==> config.mk <==
export PLATFORM = sky130hd
export DESIGN_NAME = bi_link_top
export DESIGN_NICKNAME = d
export VERILOG_FILES = /design/src/rtl/link_pkg.sv /design/src/rtl/stats_pkg.sv /design/src/rtl/bi_seg_encoder.sv /design/src/rtl/bi_encoder.sv /design/src/rtl/bi_decoder.sv /design/src/rtl/transition_stats.sv /design/src/rtl/bi_link_top.sv
export VERILOG_INCLUDE_DIRS = /design/src /design/src/rtl
export SDC_FILE = /design/constraint.sdc
export NUM_CORES = 1
export LEC_CHECK = 0
export ABC_AREA = 1
export BUFFER_PORTS_ARGS = -buffer_cell sky130_fd_sc_hd__buf_2
export CORE_MARGIN = 2
export CORE_UTILIZATION = 64
export CTS_BUF_LIST = sky130_fd_sc_hd__clkbuf_2
export DETAILED_ROUTE_END_ITERATION = 10
export PLACE_DENSITY = 0.85
export SYNTH_ARGS = -nofsm -noshare
export SYNTH_HDL_FRONTEND = slang
export SYNTH_SLANG_ARGS = --single-unit
==> constraint.sdc <==
create_clock -name clk -period 10.8 [get_ports clk]
set_input_delay 1.62 -clock clk [delete_from_list [all_inputs] [get_ports clk]]
set_output_delay 1.62 -clock clk [all_outputs]
set_load 0.1 [all_outputs]
==> src/rtl/bi_params.svh <==
// sizes assume a 32-bit word over a 37-line bus; the segment widths must still add up to 32
`ifndef BI_PARAMS_SVH
`define BI_PARAMS_SVH

// payload width
`define BI_DATA_W 32

// segments, one invert flag each
`define BI_N_SEG 5

// data plus flags on the wire
`define BI_BUS_W (`BI_DATA_W + `BI_N_SEG)

// leftover lines go to the first segments, which grow one bit wider
`define BI_N_WIDE (`BI_BUS_W % `BI_N_SEG)
`define BI_SEG_WIDE_W 7
`define BI_SEG_NARROW_W 6

// toggle histogram, counts 0..20
// at most 3 data lines plus the flag toggle per segment
`define BI_HIST_BINS 21
`define BI_CNT_W 11
`define BI_BIN_IDX_W 5

// index times count summed over all bins
`define BI_SUM_W 22

`endif

==> src/rtl/link_pkg.sv <==
// link word layout is fixed: payload in the upper 32 bits, invert flags in the lower 5
`include "bi_params.svh"

package link_pkg;

    // raw data word as seen on both ends of the link
    typedef logic [`BI_DATA_W-1:0] data_word_t;

    // word on the bus
    // flag bit i covers segment i, segment 0 starts at payload bit 0
    typedef struct packed {
        data_word_t           data;
        logic [`BI_N_SEG-1:0] inv;
    } link_word_t;

endpackage

==> src/rtl/stats_pkg.sv <==
// report fields are sized for 21 bins of 11-bit counts; the weighted sum cannot wrap at that size
`include "bi_params.svh"

package stats_pkg;

    // one histogram bin, saturating
    typedef logic [`BI_CNT_W-1:0] bin_count_t;

    // result of one report scan
    typedef struct packed {
        logic [`BI_BIN_IDX_W-1:0] max_bin;
        logic [`BI_SUM_W-1:0]     weighted_sum;
    } stats_report_t;

    // report scan FSM
    typedef enum logic [1:0] {
        SCAN_IDLE,
        SCAN_RUN,
        SCAN_DONE
    } scan_state_e;

endpackage

==> src/rtl/bi_seg_encoder.sv <==
// one segment only; state advances on en_i alone, and the tie hold applies to even widths only
module bi_seg_encoder #(
    parameter int SEG_W = 6
) (
    input  logic             clk,
    input  logic             rst_n,
    input  logic             en_i,
    input  logic [SEG_W-1:0] seg_i,
    output logic [SEG_W-1:0] seg_o,
    output logic             inv_o
);

    localparam int DIFF_W = $clog2(SEG_W + 1);
    localparam int HALF = SEG_W / 2;
    // odd widths can never hit an exact half
    localparam bit TIE_HOLD = (SEG_W % 2 == 0);

    logic [SEG_W-1:0]  diff;
    logic [DIFF_W-1:0] diff_cnt;
    logic              inv_next;

    // compare against what is on the wire now, not the raw data
    assign diff = seg_i ^ seg_o;

    // popcount of differing lines
    always_comb begin
        diff_cnt = '0;
        for (int b = 0; b < SEG_W; b++) begin
            diff_cnt = diff_cnt + DIFF_W'(diff[b]);
        end
    end

    // invert on majority
    // exact half keeps the old flag so the flag line stays quiet
    assign inv_next = (diff_cnt > HALF) || (TIE_HOLD && (diff_cnt == HALF) && inv_o);

    // registered segment doubles as the previous value
    always_ff @(posedge clk or negedge rst_n) begin
        if (!rst_n) begin
            seg_o <= '0;
            inv_o <= 1'b0;
        end else if (en_i) begin
            seg_o <= inv_next ? ~seg_i : seg_i;
            inv_o <= inv_next;
        end
    end

endmodule

==> src/rtl/bi_encoder.sv <==
// one cycle latency, no back-pressure; link_o holds its last word between valid strobes
`include "bi_params.svh"

module bi_encoder (
    input  logic                 clk,
    input  logic                 rst_n,
    input  logic                 in_valid_i,
    input  link_pkg::data_word_t data_i,
    output link_pkg::link_word_t link_o,
    output logic                 link_valid_o
);

    localparam int N_WIDE = `BI_N_WIDE;
    localparam int N_NARROW = `BI_N_SEG - `BI_N_WIDE;
    localparam int WIDE_W = `BI_SEG_WIDE_W;
    localparam int NARROW_W = `BI_SEG_NARROW_W;
    // narrow segments start after the wide ones
    localparam int NARROW_BASE = N_WIDE * WIDE_W;

    wire [`BI_DATA_W-1:0] enc_data;
    wire [`BI_N_SEG-1:0]  enc_inv;

    // wide segments from bit 0 upward
    for (genvar i = 0; i < N_WIDE; i++) begin : g_wide
        bi_seg_encoder #(.SEG_W(WIDE_W)) u_seg (
            .clk   (clk),
            .rst_n (rst_n),
            .en_i  (in_valid_i),
            .seg_i (data_i[i*WIDE_W +: WIDE_W]),
            .seg_o (enc_data[i*WIDE_W +: WIDE_W]),
            .inv_o (enc_inv[i])
        );
    end

    // narrow segments, flags follow the wide ones
    for (genvar j = 0; j < N_NARROW; j++) begin : g_narrow
        bi_seg_encoder #(.SEG_W(NARROW_W)) u_seg (
            .clk   (clk),
            .rst_n (rst_n),
            .en_i  (in_valid_i),
            .seg_i (data_i[NARROW_BASE + j*NARROW_W +: NARROW_W]),
            .seg_o (enc_data[NARROW_BASE + j*NARROW_W +: NARROW_W]),
            .inv_o (enc_inv[N_WIDE + j])
        );
    end

    // segment registers already sit on the wire
    assign link_o = '{data: enc_data, inv: enc_inv};

    // valid lines up with the segment registers
    always_ff @(posedge clk or negedge rst_n) begin
        if (!rst_n) begin
            link_valid_o <= 1'b0;
        end else begin
            link_valid_o <= in_valid_i;
        end
    end

endmodule

==> src/rtl/bi_decoder.sv <==
// segment layout must match bi_encoder; data_o keeps the last restored word until the next valid
`include "bi_params.svh"

module bi_decoder (
    input  logic                 clk,
    input  logic                 rst_n,
    input  link_pkg::link_word_t link_i,
    input  logic                 link_valid_i,
    output link_pkg::data_word_t data_o,
    output logic                 out_valid_o
);

    localparam int N_WIDE = `BI_N_WIDE;
    localparam int N_NARROW = `BI_N_SEG - `BI_N_WIDE;
    localparam int WIDE_W = `BI_SEG_WIDE_W;
    localparam int NARROW_W = `BI_SEG_NARROW_W;
    localparam int NARROW_BASE = N_WIDE * WIDE_W;

    wire [`BI_DATA_W-1:0] restored;

    // flip back every flagged segment
    for (genvar i = 0; i < N_WIDE; i++) begin : g_wide
        assign restored[i*WIDE_W +: WIDE_W] =
            link_i.data[i*WIDE_W +: WIDE_W] ^ {WIDE_W{link_i.inv[i]}};
    end

    for (genvar j = 0; j < N_NARROW; j++) begin : g_narrow
        assign restored[NARROW_BASE + j*NARROW_W +: NARROW_W] =
            link_i.data[NARROW_BASE + j*NARROW_W +: NARROW_W] ^ {NARROW_W{link_i.inv[N_WIDE + j]}};
    end

    // one register stage behind the link
    always_ff @(posedge clk or negedge rst_n) begin
        if (!rst_n) begin
            data_o      <= '0;
            out_valid_o <= 1'b0;
        end else begin
            out_valid_o <= link_valid_i;
            if (link_valid_i) begin
                data_o <= restored;
            end
        end
    end

endmodule

==> src/rtl/transition_stats.sv <==
// bins saturate at 2047 and clear only on reset; requests during a scan are dropped
`include "bi_params.svh"

module transition_stats (
    input  logic                     clk,
    input  logic                     rst_n,
    input  link_pkg::link_word_t     link_i,
    input  logic                     link_valid_i,
    input  logic                     report_req_i,
    output stats_pkg::stats_report_t report_o,
    output logic                     report_valid_o
);

    localparam int BUS_W = `BI_BUS_W;
    localparam int BINS = `BI_HIST_BINS;
    localparam int TGL_W = $clog2(BUS_W + 1);
    localparam int IDX_W = `BI_BIN_IDX_W;
    localparam int SUM_W = `BI_SUM_W;

    link_pkg::link_word_t  prev_q;
    logic [BUS_W-1:0]      toggles;
    logic [TGL_W-1:0]      tgl_cnt;
    logic [IDX_W-1:0]      bin_idx;
    stats_pkg::bin_count_t bins_q [BINS];

    stats_pkg::scan_state_e state_q;
    logic [IDX_W-1:0]       scan_idx_q;
    stats_pkg::bin_count_t  scan_cnt;
    stats_pkg::bin_count_t  run_max_q;
    logic [IDX_W-1:0]       max_idx_q;
    logic [SUM_W-1:0]       run_sum_q;

    // lines that changed since the last transfer, flags included
    assign toggles = link_i ^ prev_q;

    always_comb begin
        tgl_cnt = '0;
        for (int b = 0; b < BUS_W; b++) begin
            tgl_cnt = tgl_cnt + TGL_W'(toggles[b]);
        end
    end

    // encoding keeps this at 20 or below
    // clamp anyway so the bin index stays in range
    assign bin_idx = (tgl_cnt > TGL_W'(BINS - 1)) ? IDX_W'(BINS - 1) : IDX_W'(tgl_cnt);

    // histogram update
    always_ff @(posedge clk or negedge rst_n) begin
        if (!rst_n) begin
            prev_q <= '0;
            for (int b = 0; b < BINS; b++) begin
                bins_q[b] <= '0;
            end
        end else if (link_valid_i) begin
            prev_q <= link_i;
            // hold at full scale
            if (bins_q[bin_idx] != '1) begin
                bins_q[bin_idx] <= bins_q[bin_idx] + 1'b1;
            end
        end
    end

    // bin under the scan pointer
    assign scan_cnt = bins_q[scan_idx_q];

    // report scan, one bin per cycle
    // enter 1, bins 21, result 1 -> valid 23 cycles after request
    always_ff @(posedge clk or negedge rst_n) begin
        if (!rst_n) begin
            state_q        <= stats_pkg::SCAN_IDLE;
            scan_idx_q     <= '0;
            run_max_q      <= '0;
            max_idx_q      <= '0;
            run_sum_q      <= '0;
            report_o       <= '0;
            report_valid_o <= 1'b0;
        end else begin
            report_valid_o <= 1'b0;
            unique case (state_q)
                stats_pkg::SCAN_IDLE: begin
                    if (report_req_i) begin
                        state_q    <= stats_pkg::SCAN_RUN;
                        scan_idx_q <= '0;
                        run_max_q  <= '0;
                        max_idx_q  <= '0;
                        run_sum_q  <= '0;
                    end
                end
                stats_pkg::SCAN_RUN: begin
                    // strict compare, earlier index wins a tie
                    if (scan_cnt > run_max_q) begin
                        run_max_q <= scan_cnt;
                        max_idx_q <= scan_idx_q;
                    end
                    run_sum_q <= run_sum_q + SUM_W'(scan_idx_q) * SUM_W'(scan_cnt);
                    if (scan_idx_q == IDX_W'(BINS - 1)) begin
                        state_q <= stats_pkg::SCAN_DONE;
                    end else begin
                        scan_idx_q <= scan_idx_q + 1'b1;
                    end
                end
                stats_pkg::SCAN_DONE: begin
                    report_o       <= '{max_bin: max_idx_q, weighted_sum: run_sum_q};
                    report_valid_o <= 1'b1;
                    state_q        <= stats_pkg::SCAN_IDLE;
                end
                default: begin
                    state_q <= stats_pkg::SCAN_IDLE;
                end
            endcase
        end
    end

endmodule

==> src/rtl/bi_link_top.sv <==
// link word 1 cycle and decoded word 2 cycles after in_valid_i; report 23 cycles after request
module bi_link_top (
    input  logic                     clk,
    input  logic                     rst_n,
    input  logic                     in_valid_i,
    input  link_pkg::data_word_t     data_i,
    input  logic                     report_req_i,
    output link_pkg::link_word_t     link_o,
    output logic                     link_valid_o,
    output link_pkg::data_word_t     data_o,
    output logic                     out_valid_o,
    output stats_pkg::stats_report_t report_o,
    output logic                     report_valid_o
);

    // transmit side
    bi_encoder u_encoder (
        .clk          (clk),
        .rst_n        (rst_n),
        .in_valid_i   (in_valid_i),
        .data_i       (data_i),
        .link_o       (link_o),
        .link_valid_o (link_valid_o)
    );

    // receive side, straight off the bus
    bi_decoder u_decoder (
        .clk          (clk),
        .rst_n        (rst_n),
        .link_i       (link_o),
        .link_valid_i (link_valid_o),
        .data_o       (data_o),
        .out_valid_o  (out_valid_o)
    );

    // watches the same bus word in parallel
    // results go straight out, nothing merges them with the decoder
    transition_stats u_stats (
        .clk            (clk),
        .rst_n          (rst_n),
        .link_i         (link_o),
        .link_valid_i   (link_valid_o),
        .report_req_i   (report_req_i),
        .report_o       (report_o),
        .report_valid_o (report_valid_o)
    );

endmodule

=== After elaboration in Yosys (flattened, before gate mapping) ===
Index checks and enable logic that the tools add are counted.

* Output and inout bits: 99
* Word-level logic and storage cells: 193
* Bits in registers: 412

* Equal/unequal tests: 11
* Magnitude comparators: 10
* Muxes and demuxes: 29
* Add/subtract/negate cells: 66
* Reductions and logical operators: 14
* Multiply operators: 1
* Bitwise operators: 18

{| class="wikitable"
|+ Operators by type and width
! cell !! number
|-
| 231-bit bitwise mux || 1
|-
| 6-bit by 1-bit adder with 6-bit output || 35
|-
| 11-bit binary-select mux with 5-bit select || 2
|-
| 11-bit two-way mux || 7
|-
| 11-bit demux with 5-bit select || 1
|-
| 3-bit by 1-bit adder with 3-bit output || 17
|-
| 22-bit case mux with 2 select lines || 1
|-
| 37-bit XOR || 1
|-
| 6-bit XOR || 6
|-
| 7-bit XOR || 4
|-
| 22-bit by 16-bit adder with 22-bit output || 1
|-
| 22-bit two-way mux || 1
|-
| 11-bit case mux with 2 select lines || 1
|-
| 5-bit two-way mux || 4
|-
| 5-bit case mux with 2 select lines || 2
|-
| 6-bit two-way mux || 3
|-
| 6-bit inverter || 3
|-
| 5-bit by 11-bit multiplier with 16-bit output || 1
|-
| 2-bit by 1-bit adder with 3-bit output || 5
|-
| 3-bit by 2-bit greater-than comparator with 1-bit output, second input constant || 5
|-
| 7-bit two-way mux || 2
|-
| 7-bit inverter || 2
|-
| 1-bit by 1-bit adder with 2-bit output || 6
|-
| 6-bit >= comparator, second input constant || 2
|-
| other kinds (22) || 36
|}

=== Depth between registers and ports, before layout ===
Gate-level depths: netlist of the first run.

* Word-level depth: 45
* Mapped depth: 44
* Gate-level depth less buffers: 41

=== By module ===
Synthesis of the first run repeated with hierarchy kept, for this count alone.

* Cell total of the unflattened synthesis: 3,390
* Area, all modules: 26,228.9 µm²

{| class="wikitable"
|+ Modules (own cells, without submodules)
! module !! seq. area each (µm²) !! times used !! area an instance (µm²) !! cells each
|-
| transition_stats || 8,533.2 || 1 || 21,702.1 || 2,825
|-
| bi_decoder || 825.8 || 1 || 1,760.4 || 240
|-
| bi_seg_encoder (u_encoder.g_narrow[0].u_seg ...) || 175.2 || 3 || 526.8 || 60
|-
| bi_seg_encoder (u_encoder.g_wide[0].u_seg ...) || 200.2 || 2 || 580.6 || 72
|-
| bi_encoder || 25.0 || 1 || 25.0 || 1
|}

=== Least setup slack after synthesis of the first run ===
No wires, ideal clock.

* Path type: register to register
* Start point: reg u_encoder.g_wide[1].u_seg.seg_o[6]
* End point: reg u_stats.bins_q[117] (netlist bit)
* Path buffers: 2
* Path slack: 2.781 ns
* Arrival: 7.902 ns
* Period minus slack after synthesis: 8.019 ns
* Cell stages (with the launch flop): 37
* Cell sequence: dfrtp_1 > xnor2_1 > fa_1 > fa_1 > inv_1 > fa_1 > inv_1 > fa_1 > fa_1 > fa_1 > inv_1 > ha_1 > fa_1 > inv_1 > nand2_1 > nand2_1 > nand3_2 > nand2_4 > nand2_8 > inv_2 > nor2_1 > nand2_1 > o2111ai_1 > nand2_1 > nand2_1 > nor2_1 > inv_1 > clkbuf_1 > ha_1 > nand3_2 > nor2_4 > nand2_4 > nand2_1 > buf_2 > nor2_1 > nand2_1 > nand2_1

* Longest elaborated chain between the ends: 28
* Elaborated cells on any way between the ends: 35
* Classes of those cells: add/sub (20); order compare (3); eq/ne (1); mux (7); bitwise (2); reduce/logical (2)

{| class="wikitable"
|+ Ends and longest elaborated chain
! element !! RTL line !! source
|-
| start: declaration || bi_seg_encoder.sv:9 || <nowiki>output logic [SEG_W-1:0] seg_o,</nowiki>
|-
| start signal: assignment || bi_seg_encoder.sv:43 || <nowiki>seg_o <= inv_next ? ~seg_i : seg_i;</nowiki>
|-
| 37-bit XOR (*) || transition_stats.sv:34 || <nowiki>assign toggles = link_i ^ prev_q;</nowiki>
|-
| 6-bit by 1-bit adder with 6-bit output (*) (19 in a row) || transition_stats.sv:39 || <nowiki>tgl_cnt = tgl_cnt + TGL_W'(toggles[b]);</nowiki>
|-
| 6-bit by 5-bit greater-than comparator with 1-bit output || transition_stats.sv:45 || <nowiki>assign bin_idx = (tgl_cnt > TGL_W'(BINS - 1)) ? IDX_W'(BINS - 1) : IDX_W'(tgl_cnt);</nowiki>
|-
| 5-bit two-way mux (*) || transition_stats.sv:45 ||
|-
| 5-bit inverter with 6-bit output (implied by the code) (*) || transition_stats.sv:57, transition_stats.sv:58 ||
|-
| 11-bit binary-select mux with 5-bit select (tied with other cells) || transition_stats.sv:57, transition_stats.sv:58 ||
|-
| 11-bit two-way mux (implied by the code) or 1-bit logical AND (tied branches) || transition_stats.sv:57, transition_stats.sv:58 ||
|-
| 11-bit two-way mux, on equally long branches || transition_stats.sv:57, transition_stats.sv:58 ||
|-
| 11-bit by 1-bit adder with 11-bit output (tied with other cells) || transition_stats.sv:58 || <nowiki>bins_q[bin_idx] <= bins_q[bin_idx] + 1'b1;</nowiki>
|-
| 231-bit bitwise mux or 2-bit AND reduction (tied branches) || -- ||
|-
| end signal: indexed assignment || transition_stats.sv:58 ||
|-
| end: declaration || transition_stats.sv:24 || <nowiki>stats_pkg::bin_count_t bins_q [BINS];</nowiki>
|}

Every way passes the cells marked *; elsewhere a longest branch is shown, timed or not. The select of a mux whose other input is x is not followed.
A chain may end at the register's enable or synchronous reset.

=== Final worst setup path of the first run ===
* Start point: reg u_encoder.g_wide[0].u_seg.inv_o
* End point: reg u_stats.bins_q[174] (netlist bit)

* Longest elaborated chain between the ends: 45
* Elaborated cells on any way between the ends: 52
* Classes of those cells: add/sub (37); order compare (3); eq/ne (1); mux (7); bitwise (2); reduce/logical (2)

{| class="wikitable"
|+ Ends and longest elaborated chain
! element !! RTL line !! source
|-
| start: declaration || bi_seg_encoder.sv:10 || <nowiki>output logic inv_o</nowiki>
|-
| start signal: assignment || bi_seg_encoder.sv:44 || <nowiki>inv_o <= inv_next;</nowiki>
|-
| 37-bit XOR (*) || transition_stats.sv:34 ||
|-
| 1-bit by 1-bit adder with 2-bit output (*) || transition_stats.sv:39 ||
|-
| 6-bit by 1-bit adder with 6-bit output (*) (35 in a row) || transition_stats.sv:39 ||
|-
| 6-bit by 5-bit greater-than comparator with 1-bit output || transition_stats.sv:45 ||
|-
| 5-bit two-way mux (*) || transition_stats.sv:45 ||
|-
| 5-bit inverter with 6-bit output (implied by the code) (*) || transition_stats.sv:57, transition_stats.sv:58 ||
|-
| 11-bit binary-select mux with 5-bit select (tied with other cells) || transition_stats.sv:57, transition_stats.sv:58 ||
|-
| 11-bit two-way mux (implied by the code) or 1-bit logical AND (tied branches) || transition_stats.sv:57, transition_stats.sv:58 ||
|-
| 11-bit two-way mux, on equally long branches || transition_stats.sv:57, transition_stats.sv:58 ||
|-
| 11-bit by 1-bit adder with 11-bit output (tied with other cells) || transition_stats.sv:58 ||
|-
| 231-bit bitwise mux or 2-bit AND reduction (tied branches) || -- ||
|}

Marks and branches as above.

==> results of run 1 <==
## sequential cells by signal (all words and copies together) (netlist names), 3 cells and up
signal / cells
u_stats.scan_idx_q: 5
u_stats.report_o: 27
u_decoder.data_o: 32
u_stats.bins_q: 231
u_stats.prev_q: 37
u_encoder.g_narrow.u_seg.inv_o: 3
u_stats.run_max_q: 11
u_stats.run_sum_q: 22
u_encoder.g_narrow.u_seg.seg_o: 18
u_stats.max_idx_q: 5
u_encoder.g_wide.u_seg.seg_o: 14
## critical path: cells and delay by family, from the launching register on
kind	cells	cell delay, ns
adders and majority gates	10	4.50
DFF	1	0.43
and+or+nand+nor	19	2.90
xor gates and xnor gates	1	0.17
buffers and inverters	7	1.02
## worst min-delay path by stage
| stage | endpoint | slack, ns | depth (start not counted) |
|---|---|---|---|
| floorplan | u_stats.scan_idx_q[4]$_DFFE_PN0P_ | 0.45 | 1 |
| global placement | u_stats.report_o[21]$_DFFE_PN0P_ | 0.46 | 2 |
| detailed placement | u_stats.report_o[16]$_DFFE_PN0P_ | 0.46 | 2 |
| CTS | u_stats.report_o[16]$_DFFE_PN0P_ | 0.48 | 2 |
| global route | u_stats.report_o[14]$_DFFE_PN0P_ | 0.51 | 2 |
| finish | u_stats.report_o[25]$_DFFE_PN0P_ | 0.49 | 2 |
## cell families (layout without fill, tap and decap cells)
family,after synthesis,in the layout,share of synthesized area
adders and majority gates,139,139,0.0915
AOI/OAI and AO/OA,643,643,0.132
DFF,412,412,0.399
and+or+nand+nor,1541,1541,0.250
buffers and inverters,620,793,0.101
other,0,3,0
xor gates and xnor gates,78,78,0.0265
## metal layers
layer,GRT usage,up-vias,part of all wire
li1,-,11000,-
met1,0.476,11300,0.38
met2,0.598,1406,0.47
met3,0.0657,301,0.098
met4,0.196,0,0.053
met5,0,-,0
## through the flow
| step | area, sq um | cells |
|---|---|---|
| floorplan | 25800 | 3433 |
| global placement | 26400 | 3941 |
| detailed placement | 26400 | 3941 |
| CTS | 27400 | 4130 |
| global route | 27400 | 4134 |
| finish | 27400 | 4134 |
## cell usage in the layout (no fill, tap or decap), drive strengths merged
cell type	netlist	final
a31oi	28	28
o211ai	8	8
a221oi	2	2
nand2	1193	1193
o31ai	8	8
nor3	4	4
nor4b	1	1
diode	0	3
a21oi	174	174
o211a	1	1
xnor2	33	33
nor3b	1	1
xor2	45	45
or2	7	7
a21boi	11	11
o21ai	376	376
bufinv	0	1
inv	431	433
nand3	151	151
o22ai	28	28
clkinv	10	40
nand4	5	5
a211oi	1	1
buf	65	163
nor2	160	160
nand3b	18	18
clkbuf	114	155
clkinvlp	0	1
fa	83	83
and2	1	1
a31o	3	3
dfrtp	412	412
o21bai	1	1
o2111ai	2	2
ha	56	56
## area by class of cell
cell class	instances	area, sq um
diodes	3	7.51
repair buffers	163	931
well taps	525	657
clock buffers	155	776
clock inverters	34	166
multi-input cells	2401	12900
flip-flops and latches	412	10300
fillers	3312	12300
inverters	441	1660
==> flow_summary.yaml, run 1 <==
worst_setup_path:
  cpPeakStageDelay_ns: 0.62
  cp.arrival_ns: 10.12
  cp.required_ns: 11.77
  reg2reg_slack_ns: 1.65
  timing.rr.start: "u_encoder.g_wide[0].u_seg.inv_o$_DFFE_PN0P_"
  slowest_stage: "fa_1"
  worstSetupStartpoint: "u_encoder.g_wide[0].u_seg.inv_o$_DFFE_PN0P_"
  critPathLaunchType: "flip-flop"
  worstRegToRegCells: 37
  cp_max_fo: 30
  crit_path_end: "u_stats.bins_q[174]$_DFFE_PN0P_"
  end_kind: "flip-flop"
  critPathMostFrequentCell: "nand2_1"
  worstReg2RegEnd: "u_stats.bins_q[174]$_DFFE_PN0P_"
  criticalPathCategory: "flip-flop to flip-flop"
cells_and_area:
  utilization: 0.690
  drive_gt1_frac: 0.112
  final_nets: 3700
  area_growth_pct: 6.23
sta:
  fin_crit_ns: 9.15
  fin_ws_ns: 1.65
  rsz0062_at_grt: "no"
  hold_viol_final: 0
  worstMarginPinSlew_ns: 1.33
  fin_skew_ns: 0.0828
  relSlewSlack: 0.110
  finalCritPeriodShare: 0.847
  fmaxAchievable_ghz: 0.109
  report.final.slew_viol_count: 0
  fin_tns_setup_ns: 0
  holdWs_ns: 0.486
  setup_viol: 0
clock_network:
  cts_hold_buffers: 0
  clk_latency_ns: 1.12
  cts_sinks: 412
  ctsLongestPathBuffers: 3
  clockRootBuffer: "clkbuf_2"
  clk_pin_slew_ns: 0.10
  cts_tree: "yes"
  cts_resized: 0
  h-tree-depth: 3
  tritoncts.num_buffers: 106
  post_cts_buffers: 0
outcome:
  status: "complete, no violations"
logic_synthesis:
  synth_ff_type: "dfrtp_1"
  netlist_instances: 3433
  synthesis.area_sq_um: 25800
  avgSynthCellArea_sq_um: 7.52
  post-synth-top-count-cell: "nand2_1"
  synth_top_area_share: 0.399
  ys_async_sr_fraction: 1.00
  synth_edf_count: 0
  yosysUniqueCellTypes: 49
  synth_area_leader_cell: "dfrtp_1"
  yosysSeqAreaShare: 0.399
  yosys_register_bits: 412
  synth_warnings: 0
  synthTopCellsByCount: "nand2_1, dfrtp_1, inv_1, o21ai_0, a21oi_1"
  synthesis.nets: 3608
  synth_area_leaders: "dfrtp_1, nand2_1, fa_1"
placed_design:
  dp_hpwl_mm: 51.7
  finalWeightedCongestion: 1.04
  port_buffers: 134
  place_ws_ns: 1.72
global_routing:
  grt_max_degree: 151
  grt-ovfl-total: 0
  antenna_found_initial: 2
  grt_usage: 0.370
  grt_pass1_vias: 23900
  grt_pass1_wl_mm: 122
detailed_routing:
  wl_per_cell_microns: 18.3
  drcViolationCount: 0
  dr_total_vias: 24100
  drt_iter0_drc: 2705
  via_per_inst: 5.83
  antenna_left: 0
  wirelength_mm: 75.5
  first_pass_iters: 8
floorplan:
  coreArea_sq_um: 39700
  io_pins: 135
  die_area_sq_um: 42000
  fp.dieW_microns: 205
  initial_utilization: 0.650
  placementRows: 73
  die_h_microns: 205
min_path:
  hold_path.class: "flip-flop to flip-flop"
  min-delay-start: "u_stats.report_o[25]$_DFFE_PN0P_"
run:
  cap_violations: 0
Power of run 1 is not shown: default switching activity piles up to over one toggle a cycle in this logic, so the estimate is an artifact.
==> run 2, diff against run 1 <==
==> constraint.sdc (replaced) <==
create_clock -name clk -period 8.92 [get_ports clk]
set_input_delay 1.338 -clock clk [delete_from_list [all_inputs] [get_ports clk]]
set_output_delay 1.338 -clock clk [all_outputs]
set_load 0.1 [all_outputs]
==> flow_summary.yaml, run 2 (synthesis gave the netlist of run 1 again) <==
cells_and_area:
  mostFrequentLayoutCells: "nand2_1, inv_1, dfrtp_1, o21ai_0, a21oi_1"
  utilization: 0.698
  top_register: "u_stats.bins_q"
  final_nets: 3725
  reg.largest.list: "u_stats.bins_q x231, u_stats.prev_q x37, u_decoder.data_o x32"
  drive_gt1_frac: 0.118
  largest_register_ffs: 231
  fillers: 3346
  mostFrequentLayoutCell: "nand2_1"
  area_growth_pct: 7.45
  stdcell_count: 4161
clock_network:
  h-tree-depth: 3
  post_cts_buffers: 0
  ctsLongestPathBuffers: 3
  cts_tree: "yes"
  tritoncts.num_buffers: 105
  cts_sinks: 412
  cts_resized: 0
  clk_latency_ns: 1.23
  cts_hold_buffers: 0
  clockRootBuffer: "clkbuf_2"
  clk_pin_slew_ns: 0.09
worst_setup_path:
  worstSetupStartpoint: "u_encoder.g_wide[0].u_seg.inv_o$_DFFE_PN0P_"
  cp_max_fo: 25
  timing.rr.start: "u_encoder.g_wide[0].u_seg.inv_o$_DFFE_PN0P_"
  cpPeakStageDelay_ns: 0.59
  critPathLaunchType: "flip-flop"
  critPathMostFrequentCell: "nand2_1"
  cp.arrival_ns: 9.40
  slowest_stage: "fa_1"
  criticalPathCategory: "flip-flop to flip-flop"
  cp.required_ns: 9.94
  end_kind: "flip-flop"
  worstRegToRegCells: 34
sta:
  setup_viol: 0
  rsz0062_at_grt: "no"
  fin_tns_setup_ns: 0
  finalCritPeriodShare: 0.940
  fmaxAchievable_ghz: 0.119
  fin_skew_ns: 0.116
  hold_viol_final: 0
  worstMarginPinSlew_ns: 1.10
  fin_crit_ns: 8.39
  fin_ws_ns: 0.534
  relSlewSlack: 0.266
  report.final.slew_viol_count: 0
floorplan:
  initial_utilization: 0.650
  placementRows: 73
  fp.dieW_microns: 205
  coreArea_sq_um: 39700
  io_pins: 135
  die_h_microns: 205
  die_area_sq_um: 42000
global_routing:
  grt-ovfl-total: 0
  antenna_found_initial: 1
  grt_pass1_wl_mm: 122
  grt_max_degree: 176
  grt_pass1_vias: 23500
  grt_usage: 0.377
detailed_routing:
  wirelength_mm: 77.4
  wl_per_cell_microns: 18.6
  drt_iter0_drc: 2637
  drcViolationCount: 0
  via_per_inst: 5.77
  antenna_left: 0
  dr_total_vias: 24000
  first_pass_iters: 8
run:
  cap_violations: 0
placed_design:
  port_buffers: 134
  finalWeightedCongestion: 0.949
  place_inst: 3967
  place_ws_ns: 0.615
  dp_hpwl_mm: 53.4
outcome:
  status: "complete, no violations"
min_path:
  hold_path.class: "input port to async pin"
## run 2: cell types whose count changed in the layout (fill, tap and decap cells not counted)
cell / before / now
clkinv_2: 8 / 11
clkinvlp_4: 1 / 0
buf_12: 1 / 4
clkinv_1: 32 / 35
diode_2: 3 / 1
clkbuf_2: 155 / 149
buf_16: 1 / 0
buf_4: 27 / 51
bufinv_16: 1 / 5
## run 2: worst max-delay path, delay by kind of cell (launching register included)
| family | cells | cell delay (ns) |
|---|---|---|
| buf+inv | 5 | 0.59 |
| fa+ha+maj | 10 | 4.49 |
| xor+xnor | 1 | 0.16 |
| simple gates | 17 | 2.43 |
| flops | 1 | 0.42 |
| compound gates | 1 | 0.14 |
## run 2: metal layers
metal / routed length, microns / global-route usage
met2: 35400 / 0.601
met5: 0 / 0
met4: 3920 / 0.202
met3: 7890 / 0.0759
met1: 30100 / 0.488
## run 2: path summary, 6_finish.rpt
check,to,slack (ns)
worst max-delay path,u_stats.bins_q[184]$_DFFE_PN0P_,0.53
worst min-delay path,u_stats.bins_q[212]$_DFFE_PN0P_,0.15
worst max register to register,u_stats.bins_q[184]$_DFFE_PN0P_,0.53
worst min register to register,u_stats.report_o[16]$_DFFE_PN0P_,0.48
max in group asynchronous,u_encoder.link_valid_o$_DFF_PN0_,7.17
min in group clk,u_encoder.g_narrow[1].u_seg.seg_o[5]$_DFFE_PN0P_,0.42
## run 2: layout make-up
type	count	area (sq um)	area share
Sequential cell	412	10300	0.372
Inverter	441	1660	0.0597
Antenna cell	1	2.50	0.0000902
Tap cell	525	657	0.0237
Clock buffer	149	746	0.0269
Clock inverter	43	305	0.0110
Timing Repair Buffer	189	1140	0.0412
Multi-Input combinational cell	2401	12900	0.465
## run 2: metrics by stage
step | area (sq um) | hold slack, ns
finish | 27700 | 0.154
global route | 27700 | 0.168
CTS | 27700 | 0.126
detailed placement | 26700 | 0.454
global placement | 26700 | 0.452
floorplan | 25800 | 0.446
Power of run 2 is left out for the same reason.
